<file path="config.mk">
export PLATFORM = sky130hd
export DESIGN_NAME = tspp_top
export DESIGN_NICKNAME = d
export VERILOG_FILES = /design/src/hdl/tspp_pkg.sv /design/src/hdl/tspp_top.sv /design/src/hdl/execute_stage.sv /design/src/hdl/fetch_stage.sv /design/src/hdl/branch_res.sv /design/src/hdl/alu.sv /design/src/hdl/reg_file.sv /design/src/hdl/control_unit.sv
export VERILOG_INCLUDE_DIRS = /design/src /design/src/hdl
export SDC_FILE = /design/constraint.sdc
export NUM_CORES = 2
export LEC_CHECK = 0
export BUFFER_PORTS_ARGS = -buffer_cell sky130_fd_sc_hd__buf_2
export CAP_MARGIN = 20
export CORE_ASPECT_RATIO = 1.75
export CORE_MARGIN = 2
export CORE_UTILIZATION = 65
export CTS_BUF_LIST = sky130_fd_sc_hd__clkbuf_8
export CTS_CLUSTER_DIAMETER = 200
export DETAILED_ROUTE_END_ITERATION = 6
export PLACE_DENSITY = 0.82
export SLEW_MARGIN = 20
export SYNTH_ARGS = -nofsm -noshare
export SYNTH_HDL_FRONTEND = slang
export SYNTH_SLANG_ARGS = --single-unit
</file>
<file path="constraint.sdc">
create_clock -name CLK -period 10.5 [get_ports CLK]
set_clock_uncertainty 0.1 [all_clocks]
set_input_delay 0 -clock CLK [delete_from_list [all_inputs] [get_ports CLK]]
set_output_delay 0 -clock CLK [all_outputs]
set_load 0.005 [all_outputs]
</file>
<file path="src/hdl/tspp_config.svh">
`ifndef TSPP_CONFIG_SVH
`define TSPP_CONFIG_SVH

// First fetch address after reset
`define TSPP_RESET_PC 32'h0000_0000

// Architectural integer registers
`define TSPP_NREGS 32

`endif
</file>
<file path="src/hdl/tspp_pkg.sv">
package tspp_pkg;

  // Data or address word
  typedef logic [31:0] word_t;

  // RV32I major opcodes, bits [6:0] of the instruction
  typedef enum logic [6:0] {
    LUI    = 7'b0110111,
    AUIPC  = 7'b0010111,
    JAL    = 7'b1101111,
    JALR   = 7'b1100111,
    BRANCH = 7'b1100011,
    LOAD   = 7'b0000011,
    STORE  = 7'b0100011,
    IMM    = 7'b0010011,
    REG    = 7'b0110011,
    SYSTEM = 7'b1110011
  } opcode_t;

  typedef enum logic [3:0] {
    ALU_ADD, ALU_SUB, ALU_SLL, ALU_SLT, ALU_SLTU,
    ALU_XOR, ALU_SRL, ALU_SRA, ALU_OR, ALU_AND
  } aluop_t;

  // Encoded as funct3 of the branch instructions
  typedef enum logic [2:0] {
    BEQ  = 3'b000,
    BNE  = 3'b001,
    BLT  = 3'b100,
    BGE  = 3'b101,
    BLTU = 3'b110,
    BGEU = 3'b111
  } branch_t;

  // funct3 of loads, stores share the same encoding for B/H/W
  typedef enum logic [2:0] {
    LB  = 3'b000,
    LH  = 3'b001,
    LW  = 3'b010,
    LBU = 3'b100,
    LHU = 3'b101
  } load_t;

  // Fetch-to-execute pipeline register
  typedef struct packed {
    word_t pc;
    word_t pc4;
    word_t instr;
    logic  valid;
  } fetch_ex_t;

  // Decoded controls and immediates
  typedef struct packed {
    logic       wen;
    logic [4:0] rs1_sel;
    logic [4:0] rs2_sel;
    logic [4:0] rd_sel;
    logic       alu_a_sel;
    logic [1:0] alu_b_sel;
    aluop_t     aluop;
    logic [1:0] w_sel;
    logic       dren;
    logic       dwen;
    load_t      load_type;
    logic       branch;
    branch_t    branch_type;
    logic       jump;
    logic       j_sel;
    logic       halt;
    word_t      imm_i;
    word_t      imm_s;
    word_t      imm_b;
    word_t      imm_u;
    word_t      imm_j;
  } ctrl_t;

  // Data bus request, strobes are single-cycle
  typedef struct packed {
    word_t      addr;
    word_t      wdata;
    logic [3:0] byte_en;
    logic       ren;
    logic       wen;
  } dbus_req_t;

endpackage

</file>
<file path="src/hdl/tspp_top.sv">
`timescale 1ns/1ps

module tspp_top (
  input  logic                CLK,
  input  logic                nRST,
  output tspp_pkg::word_t     imem_addr,
  input  tspp_pkg::word_t     imem_rdata,
  output tspp_pkg::dbus_req_t dbus,
  input  tspp_pkg::word_t     dmem_rdata,
  output logic                fault,
  output logic                halt
);

  import tspp_pkg::*;

  // Stage-to-stage wires
  fetch_ex_t fetch_ex;
  logic      redirect;
  word_t     redirect_addr;

  fetch_stage fetch (
    .CLK           (CLK),
    .nRST          (nRST),
    .redirect      (redirect),
    .redirect_addr (redirect_addr),
    .halt          (halt),
    .imem_addr     (imem_addr),
    .imem_rdata    (imem_rdata),
    .fetch_ex      (fetch_ex)
  );

  execute_stage execute (
    .CLK           (CLK),
    .nRST          (nRST),
    .fetch_ex      (fetch_ex),
    .redirect      (redirect),
    .redirect_addr (redirect_addr),
    .dbus          (dbus),
    .dmem_rdata    (dmem_rdata),
    .fault         (fault),
    .halt          (halt)
  );

endmodule

</file>
<file path="src/hdl/execute_stage.sv">
`timescale 1ns/1ps

module execute_stage (
  input  logic                CLK,
  input  logic                nRST,
  input  tspp_pkg::fetch_ex_t fetch_ex,
  output logic                redirect,
  output tspp_pkg::word_t     redirect_addr,
  output tspp_pkg::dbus_req_t dbus,
  input  tspp_pkg::word_t     dmem_rdata,
  output logic                fault,
  output logic                halt
);

  import tspp_pkg::*;

  ctrl_t      ctrl;
  word_t      rs1_data, rs2_data;
  word_t      port_a, port_b, alu_out;
  word_t      jump_addr, br_target, wb_data, load_ext;
  logic       br_taken, valid, mal_addr, rf_wen;
  logic [1:0] byte_offset;
  logic [3:0] byte_en;
  logic [7:0] ld_byte;
  logic [15:0] ld_half;

  // The slot right after ECALL is dead even if fetch marked it valid
  assign valid = fetch_ex.valid & ~halt;

  control_unit cu (
    .instr (fetch_ex.instr),
    .ctrl  (ctrl)
  );

  reg_file rf (
    .CLK      (CLK),
    .nRST     (nRST),
    .rs1_sel  (ctrl.rs1_sel),
    .rs2_sel  (ctrl.rs2_sel),
    .rd_sel   (ctrl.rd_sel),
    .wen      (rf_wen),
    .wdata    (wb_data),
    .rs1_data (rs1_data),
    .rs2_data (rs2_data)
  );

  alu alu_i (
    .aluop    (ctrl.aluop),
    .port_a   (port_a),
    .port_b   (port_b),
    .port_out (alu_out)
  );

  branch_res br (
    .rs1_data    (rs1_data),
    .rs2_data    (rs2_data),
    .pc          (fetch_ex.pc),
    .imm_sb      (ctrl.imm_b),
    .branch_type (ctrl.branch_type),
    .taken       (br_taken),
    .target      (br_target)
  );

  // Operand muxes
  assign port_a = ctrl.alu_a_sel ? fetch_ex.pc : rs1_data;

  always_comb begin
    case (ctrl.alu_b_sel)
      2'd0:    port_b = rs2_data;
      2'd1:    port_b = ctrl.imm_i;
      2'd2:    port_b = ctrl.imm_s;
      default: port_b = ctrl.imm_u;
    endcase
  end

  // JAL is pc relative, JALR clears bit 0 of rs1 plus offset
  assign jump_addr = ctrl.j_sel ? fetch_ex.pc + ctrl.imm_j
                                : (rs1_data + ctrl.imm_i) & ~32'd1;

  assign redirect      = valid & (ctrl.jump | (ctrl.branch & br_taken));
  assign redirect_addr = ctrl.jump ? jump_addr : br_target;

  // Lane select from the low address bits
  assign byte_offset = alu_out[1:0];

  always_comb begin
    case (ctrl.load_type)
      LB, LBU: byte_en = 4'b0001 << byte_offset;
      LH, LHU: byte_en = byte_offset[1] ? 4'b1100 : 4'b0011;
      LW:      byte_en = 4'b1111;
      default: byte_en = 4'b0000;
    endcase
  end

  // Halfwords need even addresses, words need offset 0
  always_comb begin
    case (ctrl.load_type)
      LH, LHU: mal_addr = byte_offset[0];
      LW:      mal_addr = (byte_offset != 2'b00);
      default: mal_addr = 1'b0;
    endcase
  end

  assign fault = valid & (ctrl.dren | ctrl.dwen) & mal_addr;

  assign dbus.addr    = alu_out;
  assign dbus.byte_en = byte_en;
  assign dbus.ren     = valid & ctrl.dren & ~mal_addr;
  assign dbus.wen     = valid & ctrl.dwen & ~mal_addr;

  // Store data copied into every lane, byte_en picks the live ones
  always_comb begin
    case (ctrl.load_type)
      LB, LBU: dbus.wdata = {4{rs2_data[7:0]}};
      LH, LHU: dbus.wdata = {2{rs2_data[15:0]}};
      default: dbus.wdata = rs2_data;
    endcase
  end

  // Load lane extraction, little-endian
  assign ld_byte = dmem_rdata[8*byte_offset +: 8];
  assign ld_half = byte_offset[1] ? dmem_rdata[31:16] : dmem_rdata[15:0];

  always_comb begin
    case (ctrl.load_type)
      LB:      load_ext = {{24{ld_byte[7]}}, ld_byte};
      LBU:     load_ext = {24'b0, ld_byte};
      LH:      load_ext = {{16{ld_half[15]}}, ld_half};
      LHU:     load_ext = {16'b0, ld_half};
      default: load_ext = dmem_rdata;
    endcase
  end

  // Write-back source
  always_comb begin
    case (ctrl.w_sel)
      2'd0:    wb_data = load_ext;
      2'd1:    wb_data = fetch_ex.pc4;
      2'd2:    wb_data = ctrl.imm_u;
      default: wb_data = alu_out;
    endcase
  end

  // A misaligned load leaves rd untouched
  assign rf_wen = valid & ctrl.wen & ~(ctrl.dren & mal_addr);

  // Sticky until reset
  always_ff @(posedge CLK, negedge nRST) begin
    if (~nRST) begin
      halt <= 1'b0;
    end else if (valid & ctrl.halt) begin
      halt <= 1'b1;
    end
  end

  bus_strobes_exclusive: assert property (@(posedge CLK) disable iff (~nRST)
    !(dbus.ren && dbus.wen))
    else $error("dbus ren and wen both high");

  strobe_has_lanes: assert property (@(posedge CLK) disable iff (~nRST)
    (dbus.ren || dbus.wen) |-> (dbus.byte_en != 4'b0000))
    else $error("dbus strobe with zero byte_en");

  halt_is_sticky: assert property (@(posedge CLK) disable iff (~nRST)
    halt |=> halt)
    else $error("halt fell without reset");

endmodule

</file>
<file path="src/hdl/fetch_stage.sv">
`timescale 1ns/1ps
`include "tspp_config.svh"

module fetch_stage (
  input  logic                CLK,
  input  logic                nRST,
  input  logic                redirect,
  input  tspp_pkg::word_t     redirect_addr,
  input  logic                halt,
  output tspp_pkg::word_t     imem_addr,
  input  tspp_pkg::word_t     imem_rdata,
  output tspp_pkg::fetch_ex_t fetch_ex
);

  import tspp_pkg::*;

  word_t pc, pc_next;
  word_t fe_pc, fe_pc4, fe_instr;
  logic  fe_valid;

  // Predict not taken, redirect from execute overrides
  assign pc_next = redirect ? redirect_addr : pc + 32'd4;

  always_ff @(posedge CLK, negedge nRST) begin
    if (~nRST) begin
      pc <= `TSPP_RESET_PC;
    end else if (~halt) begin
      pc <= pc_next;
    end
  end

  assign imem_addr = pc;

  // Valid drops on a redirect (squash) and stays low once halted
  always_ff @(posedge CLK, negedge nRST) begin
    if (~nRST) begin
      fe_valid <= 1'b0;
    end else begin
      fe_valid <= ~halt & ~redirect;
    end
  end

  // Payload
  always_ff @(posedge CLK) begin
    if (~halt) begin
      fe_pc    <= pc;
      fe_pc4   <= pc + 32'd4;
      fe_instr <= imem_rdata;
    end
  end

  assign fetch_ex = '{pc: fe_pc, pc4: fe_pc4, instr: fe_instr, valid: fe_valid};

endmodule

</file>
<file path="src/hdl/branch_res.sv">
`timescale 1ns/1ps

module branch_res (
  input  tspp_pkg::word_t   rs1_data,
  input  tspp_pkg::word_t   rs2_data,
  input  tspp_pkg::word_t   pc,
  input  tspp_pkg::word_t   imm_sb,
  input  tspp_pkg::branch_t branch_type,
  output logic              taken,
  output tspp_pkg::word_t   target
);

  import tspp_pkg::*;

  logic eq, lt, ltu;

  // Shared comparators for all six conditions
  assign eq  = (rs1_data == rs2_data);
  assign lt  = ($signed(rs1_data) < $signed(rs2_data));
  assign ltu = (rs1_data < rs2_data);

  always_comb begin
    case (branch_type)
      BEQ:     taken = eq;
      BNE:     taken = ~eq;
      BLT:     taken = lt;
      BGE:     taken = ~lt;
      BLTU:    taken = ltu;
      BGEU:    taken = ~ltu;
      default: taken = 1'b0;
    endcase
  end

  // PC-relative target, offset already carries the zero LSB
  assign target = pc + imm_sb;

endmodule

</file>
<file path="src/hdl/alu.sv">
`timescale 1ns/1ps

module alu (
  input  tspp_pkg::aluop_t aluop,
  input  tspp_pkg::word_t  port_a,
  input  tspp_pkg::word_t  port_b,
  output tspp_pkg::word_t  port_out
);

  import tspp_pkg::*;

  logic [4:0] shamt;

  // Shift amount from the low five bits only
  assign shamt = port_b[4:0];

  always_comb begin
    case (aluop)
      ALU_ADD:  port_out = port_a + port_b;
      ALU_SUB:  port_out = port_a - port_b;
      ALU_SLL:  port_out = port_a << shamt;
      // Set-less-than results are 0 or 1
      ALU_SLT:  port_out = {31'b0, $signed(port_a) < $signed(port_b)};
      ALU_SLTU: port_out = {31'b0, port_a < port_b};
      ALU_XOR:  port_out = port_a ^ port_b;
      ALU_SRL:  port_out = port_a >> shamt;
      // Arithmetic shift keeps the sign bit
      ALU_SRA:  port_out = word_t'($signed(port_a) >>> shamt);
      ALU_OR:   port_out = port_a | port_b;
      ALU_AND:  port_out = port_a & port_b;
      default:  port_out = '0;
    endcase
  end

endmodule

</file>
<file path="src/hdl/reg_file.sv">
`timescale 1ns/1ps
`include "tspp_config.svh"

module reg_file (
  input  logic            CLK,
  input  logic            nRST,
  input  logic [4:0]      rs1_sel,
  input  logic [4:0]      rs2_sel,
  input  logic [4:0]      rd_sel,
  input  logic            wen,
  input  tspp_pkg::word_t wdata,
  output tspp_pkg::word_t rs1_data,
  output tspp_pkg::word_t rs2_data
);

  import tspp_pkg::*;

  word_t regs [`TSPP_NREGS];

  // Write on the clock edge, x0 never written
  always_ff @(posedge CLK, negedge nRST) begin
    if (~nRST) begin
      for (int i = 0; i < `TSPP_NREGS; i++) begin
        regs[i] <= '0;
      end
    end else if (wen && (rd_sel != 5'd0)) begin
      regs[rd_sel] <= wdata;
    end
  end

  // Reads are combinational
  assign rs1_data = regs[rs1_sel];
  assign rs2_data = regs[rs2_sel];

  // x0 stays zero across all writes since reset
  x0_reads_zero: assert property (@(posedge CLK) disable iff (~nRST)
    ((rs1_sel == 5'd0) -> (rs1_data == '0)) && ((rs2_sel == 5'd0) -> (rs2_data == '0)))
    else $error("x0 read back nonzero");

endmodule

</file>
<file path="src/hdl/control_unit.sv">
`timescale 1ns/1ps

module control_unit (
  input  tspp_pkg::word_t instr,
  output tspp_pkg::ctrl_t ctrl
);

  import tspp_pkg::*;

  opcode_t    opcode;
  logic [2:0] funct3;

  assign opcode = opcode_t'(instr[6:0]);
  assign funct3 = instr[14:12];

  // ALU function from funct3, alt is instr[30]
  // Immediate forms have no SUB, so alt only matters for shifts there
  function automatic aluop_t decode_alu(input logic [2:0] f3, input logic alt,
                                        input logic is_reg);
    aluop_t op;
    case (f3)
      3'b000:  op = (alt && is_reg) ? ALU_SUB : ALU_ADD;
      3'b001:  op = ALU_SLL;
      3'b010:  op = ALU_SLT;
      3'b011:  op = ALU_SLTU;
      3'b100:  op = ALU_XOR;
      3'b101:  op = alt ? ALU_SRA : ALU_SRL;
      3'b110:  op = ALU_OR;
      default: op = ALU_AND;
    endcase
    return op;
  endfunction

  always_comb begin
    // Everything off by default, so an unknown opcode is a no-op
    ctrl = '0;
    ctrl.rs1_sel     = instr[19:15];
    ctrl.rs2_sel     = instr[24:20];
    ctrl.rd_sel      = instr[11:7];
    ctrl.aluop       = ALU_ADD;
    ctrl.load_type   = load_t'(funct3);
    ctrl.branch_type = branch_t'(funct3);
    // Sign-extended immediates
    ctrl.imm_i = {{20{instr[31]}}, instr[31:20]};
    ctrl.imm_s = {{20{instr[31]}}, instr[31:25], instr[11:7]};
    ctrl.imm_b = {{19{instr[31]}}, instr[31], instr[7], instr[30:25], instr[11:8], 1'b0};
    ctrl.imm_u = {instr[31:12], 12'b0};
    ctrl.imm_j = {{11{instr[31]}}, instr[31], instr[19:12], instr[20], instr[30:21], 1'b0};

    // w_sel: 0 load, 1 pc4, 2 U immediate, 3 ALU
    // alu_b_sel: 0 rs2, 1 I imm, 2 S imm, 3 U imm
    case (opcode)
      LUI: begin
        ctrl.wen   = 1'b1;
        ctrl.w_sel = 2'd2;
      end
      AUIPC: begin
        ctrl.wen       = 1'b1;
        ctrl.alu_a_sel = 1'b1;
        ctrl.alu_b_sel = 2'd3;
        ctrl.w_sel     = 2'd3;
      end
      JAL: begin
        ctrl.wen   = 1'b1;
        ctrl.w_sel = 2'd1;
        ctrl.jump  = 1'b1;
        ctrl.j_sel = 1'b1;
      end
      JALR: begin
        // Target from rs1, link in rd
        ctrl.wen   = 1'b1;
        ctrl.w_sel = 2'd1;
        ctrl.jump  = 1'b1;
      end
      BRANCH: begin
        ctrl.branch = 1'b1;
      end
      LOAD: begin
        ctrl.wen       = 1'b1;
        ctrl.dren      = 1'b1;
        ctrl.alu_b_sel = 2'd1;
        ctrl.w_sel     = 2'd0;
      end
      STORE: begin
        ctrl.dwen      = 1'b1;
        ctrl.alu_b_sel = 2'd2;
      end
      IMM: begin
        ctrl.wen       = 1'b1;
        ctrl.alu_b_sel = 2'd1;
        ctrl.aluop     = decode_alu(funct3, instr[30], 1'b0);
        ctrl.w_sel     = 2'd3;
      end
      REG: begin
        ctrl.wen       = 1'b1;
        ctrl.alu_b_sel = 2'd0;
        ctrl.aluop     = decode_alu(funct3, instr[30], 1'b1);
        ctrl.w_sel     = 2'd3;
      end
      SYSTEM: begin
        // ECALL only, CSR forms fall through as no-ops
        ctrl.halt = (funct3 == 3'b000) && (instr[31:20] == 12'h000);
      end
      default: begin
      end
    endcase
  end

endmodule

</file>
==> out/qor.yml, run 1 <==
synthesis:
  synth_nets: 8025
  synth_edf_count: 94
  synth_top_cells_by_area: "dfrtp_1 35%, mux2i_1 9.8%, mux4_2 9.4%"
  yosys_warnings: 0
  netlist_area_sq_um: 74700
  ys_ff_latch: 1152
  yosysUniqueCellTypes: 94
  synth_area_per_cell_sq_um: 9.64
  ys.flop_type: "dfrtp_1"
  ys_async_sr_fraction_pct: 91.8
  yosysSeqAreaShare_pct: 39.2
  synth_top_area_cell: "dfrtp_1"
  yosys.area.top_type_share_pct: 35.4
  syn_inst: 7751
placement:
  dpl_worst_slack_ns: 1.36
  place.gp.congestion: 1.21
  dpl-instance-area_sq_um: 78800
  hpwl_um: 253000
  io_buffers: 169
grt:
  track_usage_pct: 83.8
  grt_pass1_vias: 94900
  grt_max_degree: 177
  grt-ovfl-total: 1088
  grt_pass1_wl_um: 732000
status:
  outcome: "stopped before the end"
  toolErrorMsg: "[ERROR GRT-0116] Global routing finished with congestion. Check the congestion regions in the DRC Viewer."
  failing_step: "global routing"
clocking:
  clock_sinks: 1152
  holdBufCountCts: 102
  clk_path_buf_depth: 3
  htree_levels: 4
  cts_buffers: 161
  cts.root.buffer_cell: "clkbuf_8"
  cts_setup_buffers: 0
  cts-resized-gates: 0
floorplanning:
  die_h_um: 453
  ios: 170
  rows: 164
  initial_utilization_pct: 65.5
  die_w_um: 260
==> routing by layer <==
metal	GRT overflow	GRT usage, %
met1	31	83.1
met2	582	97.4
met3	49	71.0
met4	423	88.1
met5	3	32.4
==> synthesized netlist by cell type, drive strengths merged, types with 47 or more instances <==
cell,instances
a21o,63
a21oi,349
a22oi,303
buf,181
clkbuf,526
dfrtp,1058
edfxtp,94
ha,203
inv,156
mux2,73
mux2i,736
mux4,313
nand2,1228
nand3,88
nor2,277
nor3,47
o211ai,80
o21ai,1161
xnor2,63
==> through the flow <==
step                hold slack [ns]  cells
floorplan                    -0.396   7751
global placement            -0.0324   9135
detailed placement          -0.0450   9135
CTS                         0.00154   9520
==> cells by family after synthesis <==
kind of cell,synth area share (%)
flip-flops,39.2
AO/OA/AOI/OAI,20.5
buffers and inverters,4.62
AND/OR/NAND/NOR,10.6
multiplexers,20.4
adder cells (fa/ha/maj),3.53
XOR/XNOR,1.18
==> run 2: changes to the inputs <==
--- a/config.mk
+++ b/config.mk
@@ -8,13 +8,10 @@
 export LEC_CHECK = 0
 export BUFFER_PORTS_ARGS = -buffer_cell sky130_fd_sc_hd__buf_2
 export CAP_MARGIN = 20
-export CORE_ASPECT_RATIO = 1.75
 export CORE_MARGIN = 2
-export CORE_UTILIZATION = 65
-export CTS_BUF_LIST = sky130_fd_sc_hd__clkbuf_8
-export CTS_CLUSTER_DIAMETER = 200
+export CORE_UTILIZATION = 40
 export DETAILED_ROUTE_END_ITERATION = 6
-export PLACE_DENSITY = 0.82
+export PLACE_DENSITY_LB_ADDON = 0.15
 export SLEW_MARGIN = 20
 export SYNTH_ARGS = -nofsm -noshare
 export SYNTH_HDL_FRONTEND = slang
==> out/qor.yml, run 2 <==
status:
  outcome: "finished with violations"
  violations: "DRC"
synthesis:
  synthMuxAreaShare_pct: 20.4  # unchanged
  synthSimpleGateAreaFrac_pct: 10.6  # unchanged
  synthAdderAreaFrac_pct: 3.53  # unchanged
  syn_inst: 7751  # unchanged
  synth_top_family_by_area: "compound AO/OA/AOI/OAI gates"
  yosysSeqAreaShare_pct: 39.2  # unchanged
  synthTopCellsByCount: "1228 x nand2_1, 1058 x dfrtp_1, 743 x o21ai_1, 734 x mux2i_1, 526 x clkbuf_1"
  synth_top_cells_by_area: "dfrtp_1 35%, mux2i_1 9.8%, mux4_2 9.4%"
  synth_top_area_cell: "dfrtp_1"
  ys_async_sr_fraction_pct: 91.8  # unchanged
  synth_area_per_cell_sq_um: 9.64  # unchanged
  yosys.area.top_type_share_pct: 35.4  # unchanged
  yosysUniqueCellTypes: 94  # unchanged
  synth_edf_count: 94  # unchanged
  synth_nets: 8025  # unchanged
  post-synth-top-count-cell: "nand2_1"
  synth_compound_area_share_pct: 20.5  # unchanged
  synthXorXnorAreaFrac_pct: 1.18  # unchanged
  ys.flop_type: "dfrtp_1"
  ys_ff_latch: 1152  # unchanged
  yosys_warnings: 0  # unchanged
  netlist_area_sq_um: 74700  # unchanged
setup_path:
  r2r_cells: 25
  cp.required_ns: 10.40
  crit_fanout: 40
  cp_top_family: "compound AO/OA/AOI/OAI gates"
  startpoint_type: "flop"
  worstPathCellList: "buf_12 > buf_12 > buf_4 > mux4_2 > mux4_2 > mux2i_1 > nor2_1 > o22a_1 > ha_1 > nor2_1 > o31a_1 > o22a_1 > nor4_1 > a2111oi_0 > o41ai_1 > a211oi_1 > a21oi_1 > o21ai_0 > buf_2"
  crit_cells: 19
  endpoint_kind: "output pin"
  crit_type: "reg2out"
  cpPeakStageDelay_ns: 1.04
  crit_slowest_cell: "o21ai_0"
  crit_buf_inv: 4
  crit_arrival_ns: 9.58
routing:
  met2_length_um: 154000
  drc: 1
  vias: 66200
  highest_layer: "met5"
  route.met3.wl_um: 28800
  wire_per_inst_um: 33.7
  wl_met1_um: 142000
  drt_iter0_markers: 7339
  drt-total-wl_um: 349000
  ant_nets: 0
  first_pass_iters: 7
  via_per_inst: 6.38
power:
  peakVddDrop_v: 0.000128
  leakage_nw: 37.0
  power_mw: 15.4
  powerDensity_nw_per_um2: 181
grt:
  track_usage_pct: 36.0
  grt_max_degree: 163
  grt-ovfl-total: 0
  grt_pass1_vias: 63200
  antenna_found_initial: 14
  grt_pass1_wl_um: 493000
sta:
  setup_slack_ns: 0.818
  finalSetupTns_ns: 0
  fin_crit_ns: 9.68
  rsz0062_at_grt: "false"
  period_share_pct: 92.2
  finalHoldViolCount: 0
  drv_slew: 0
  tightest_slew_ns: 1.20
  relSlewSlack_pct: 17.8
  max_freq_ghz: 0.103
  setup_viol: 0
placement:
  hpwl_um: 238000  # -6.2%
  place.gp.congestion: 1.06  # -13%
  dpl_worst_slack_ns: 1.25  # -0.105 ns
  dpl-instance-area_sq_um: 79800  # +1.3%
  io_buffers: 169  # unchanged
clocking:
  clk_pin_slew_ns: 0.10
  cts-resized-gates: 0  # unchanged
  cts_buffers: 136  # -16%
  clk_path_buf_depth: 3  # unchanged
  cts_setup_buffers: 0  # unchanged
  clock_sinks: 1152  # unchanged
  htree_levels: 4  # unchanged
  cts.root.buffer_cell: "clkbuf_16"
  holdBufCountCts: 69  # -32%
  cts_tree: "yes"
  insertion_delay_ns: 0.83
min_path:
  holdCritPathClass: "in2reg"
  whs_path_depth: 6
finish:
  largest_reg_flops: 1024
  final.fill_count: 17600
  final_cell_mix: "1226 x nand2_1, 1058 x dfrtp_1, 743 x o21ai_1, 729 x mux2i_1, 416 x o21ai_0"
  drive_above_1_share_pct: 16.2
  design_area_sq_um: 85300
  final_common_cell: "nand2_1"
  fin_nets: 8060
  areaGrowthSynthToFinish_pct: 14.1
  regMostFlops: "execute.rf.regs"
floorplanning:
  die_w_um: 436  # +68%
  die_h_um: 436  # -3.6%
  initial_utilization_pct: 40.3  # -25 points
  ios: 170  # unchanged
  fp.dieArea_sq_um: 190000
  rows: 158  # -3.7%
  core_area_sq_um: 186000
run:
  drv_cap: 0
==> run 2: worst paths after layout <==
kind	startpoint	endpoint	slack, ns
setup / recovery	fetch.fe_instr[21]	dbus[4]	0.82
hold / removal	dmem_rdata[12]	execute.rf.regs[716]	0.06
setup reg to reg	fetch.fe_instr[20]	execute.rf.regs[920]	0.96
hold reg to reg	execute.rf.regs[1022]	execute.rf.regs[1022]	0.30
max in group asynchronous	nRST	fetch.imem_addr[12]	8.15
min in group asynchronous	nRST	execute.rf.regs[613]	0.40
==> run 2: area by class of cell <==
type	instances	area, sq um	area share [%]
multi-input cells	5733	42500	49.9
well taps	2480	3100	3.64
clock inverters	49	711	0.833
inverters	159	599	0.703
repair buffers	604	5050	5.92
diodes	6	15.0	0.0176
flip-flops and latches	1152	29300	34.4
clock buffers	194	3990	4.68
==> run 2: metrics by stage <==
stage	utilization, %	cells	hold WS (ns)
floorplan	-	7751	-0.396
global placement	43.0	10100	0.0764
detailed placement	43.0	10100	0.0791
CTS	45.9	10400	0.0000376
global route	45.9	10400	0.0505
finish	45.9	10400	0.0635
==> run 2: where the power goes <==
group,leakage [nW],switching (mW),total (mW),internal (mW)
logic,23.7,3.03,4.75,1.72
registers,11.1,0.577,5.59,5.02
clock network,2.30,2.08,5.08,3.00
==> run 2: worst reg2reg max path, cell delays in order, from the launching register on <==
cell       delay [ns]
edfxtp_1         1.03
buf_12           0.31
buf_4            0.38
buf_4            0.20
mux4_2           0.51
mux4_2           0.46
mux2_2           0.44
a22oi_1          0.72
ha_1             0.37
a21oi_1          0.09
or3_1            0.35
a31oi_1          0.32
o211ai_1         0.21
a31oi_1          0.20
buf_4            0.17
a21oi_1          0.10
o2111ai_1        0.49
o311ai_1         0.39
nor2_4           0.37
inv_2            0.10
buf_4            0.23
o211ai_1         0.15
and2_1           0.65
a311o_1          0.48
buf_4            0.43
o21ai_0          0.19
==> run 2: layer usage <==
layer	vias up	GRT usage, %
li1	28800	-
met1	33300	47.7
met2	3341	54.6
met3	795	7.25
met4	8	20.9
met5	-	0
==> run 2: cells by family (layout without fill, tap and decap cells) <==
group	Yosys count	in the layout
compound gates	2419	2419
simple gates	1883	1883
flops	1152	1152
mux	1122	1122
buf+inv	866	1006
fa+ha+maj	208	208
xor+xnor	101	101
other cells	0	6
(Power assumes the default switching activity.)
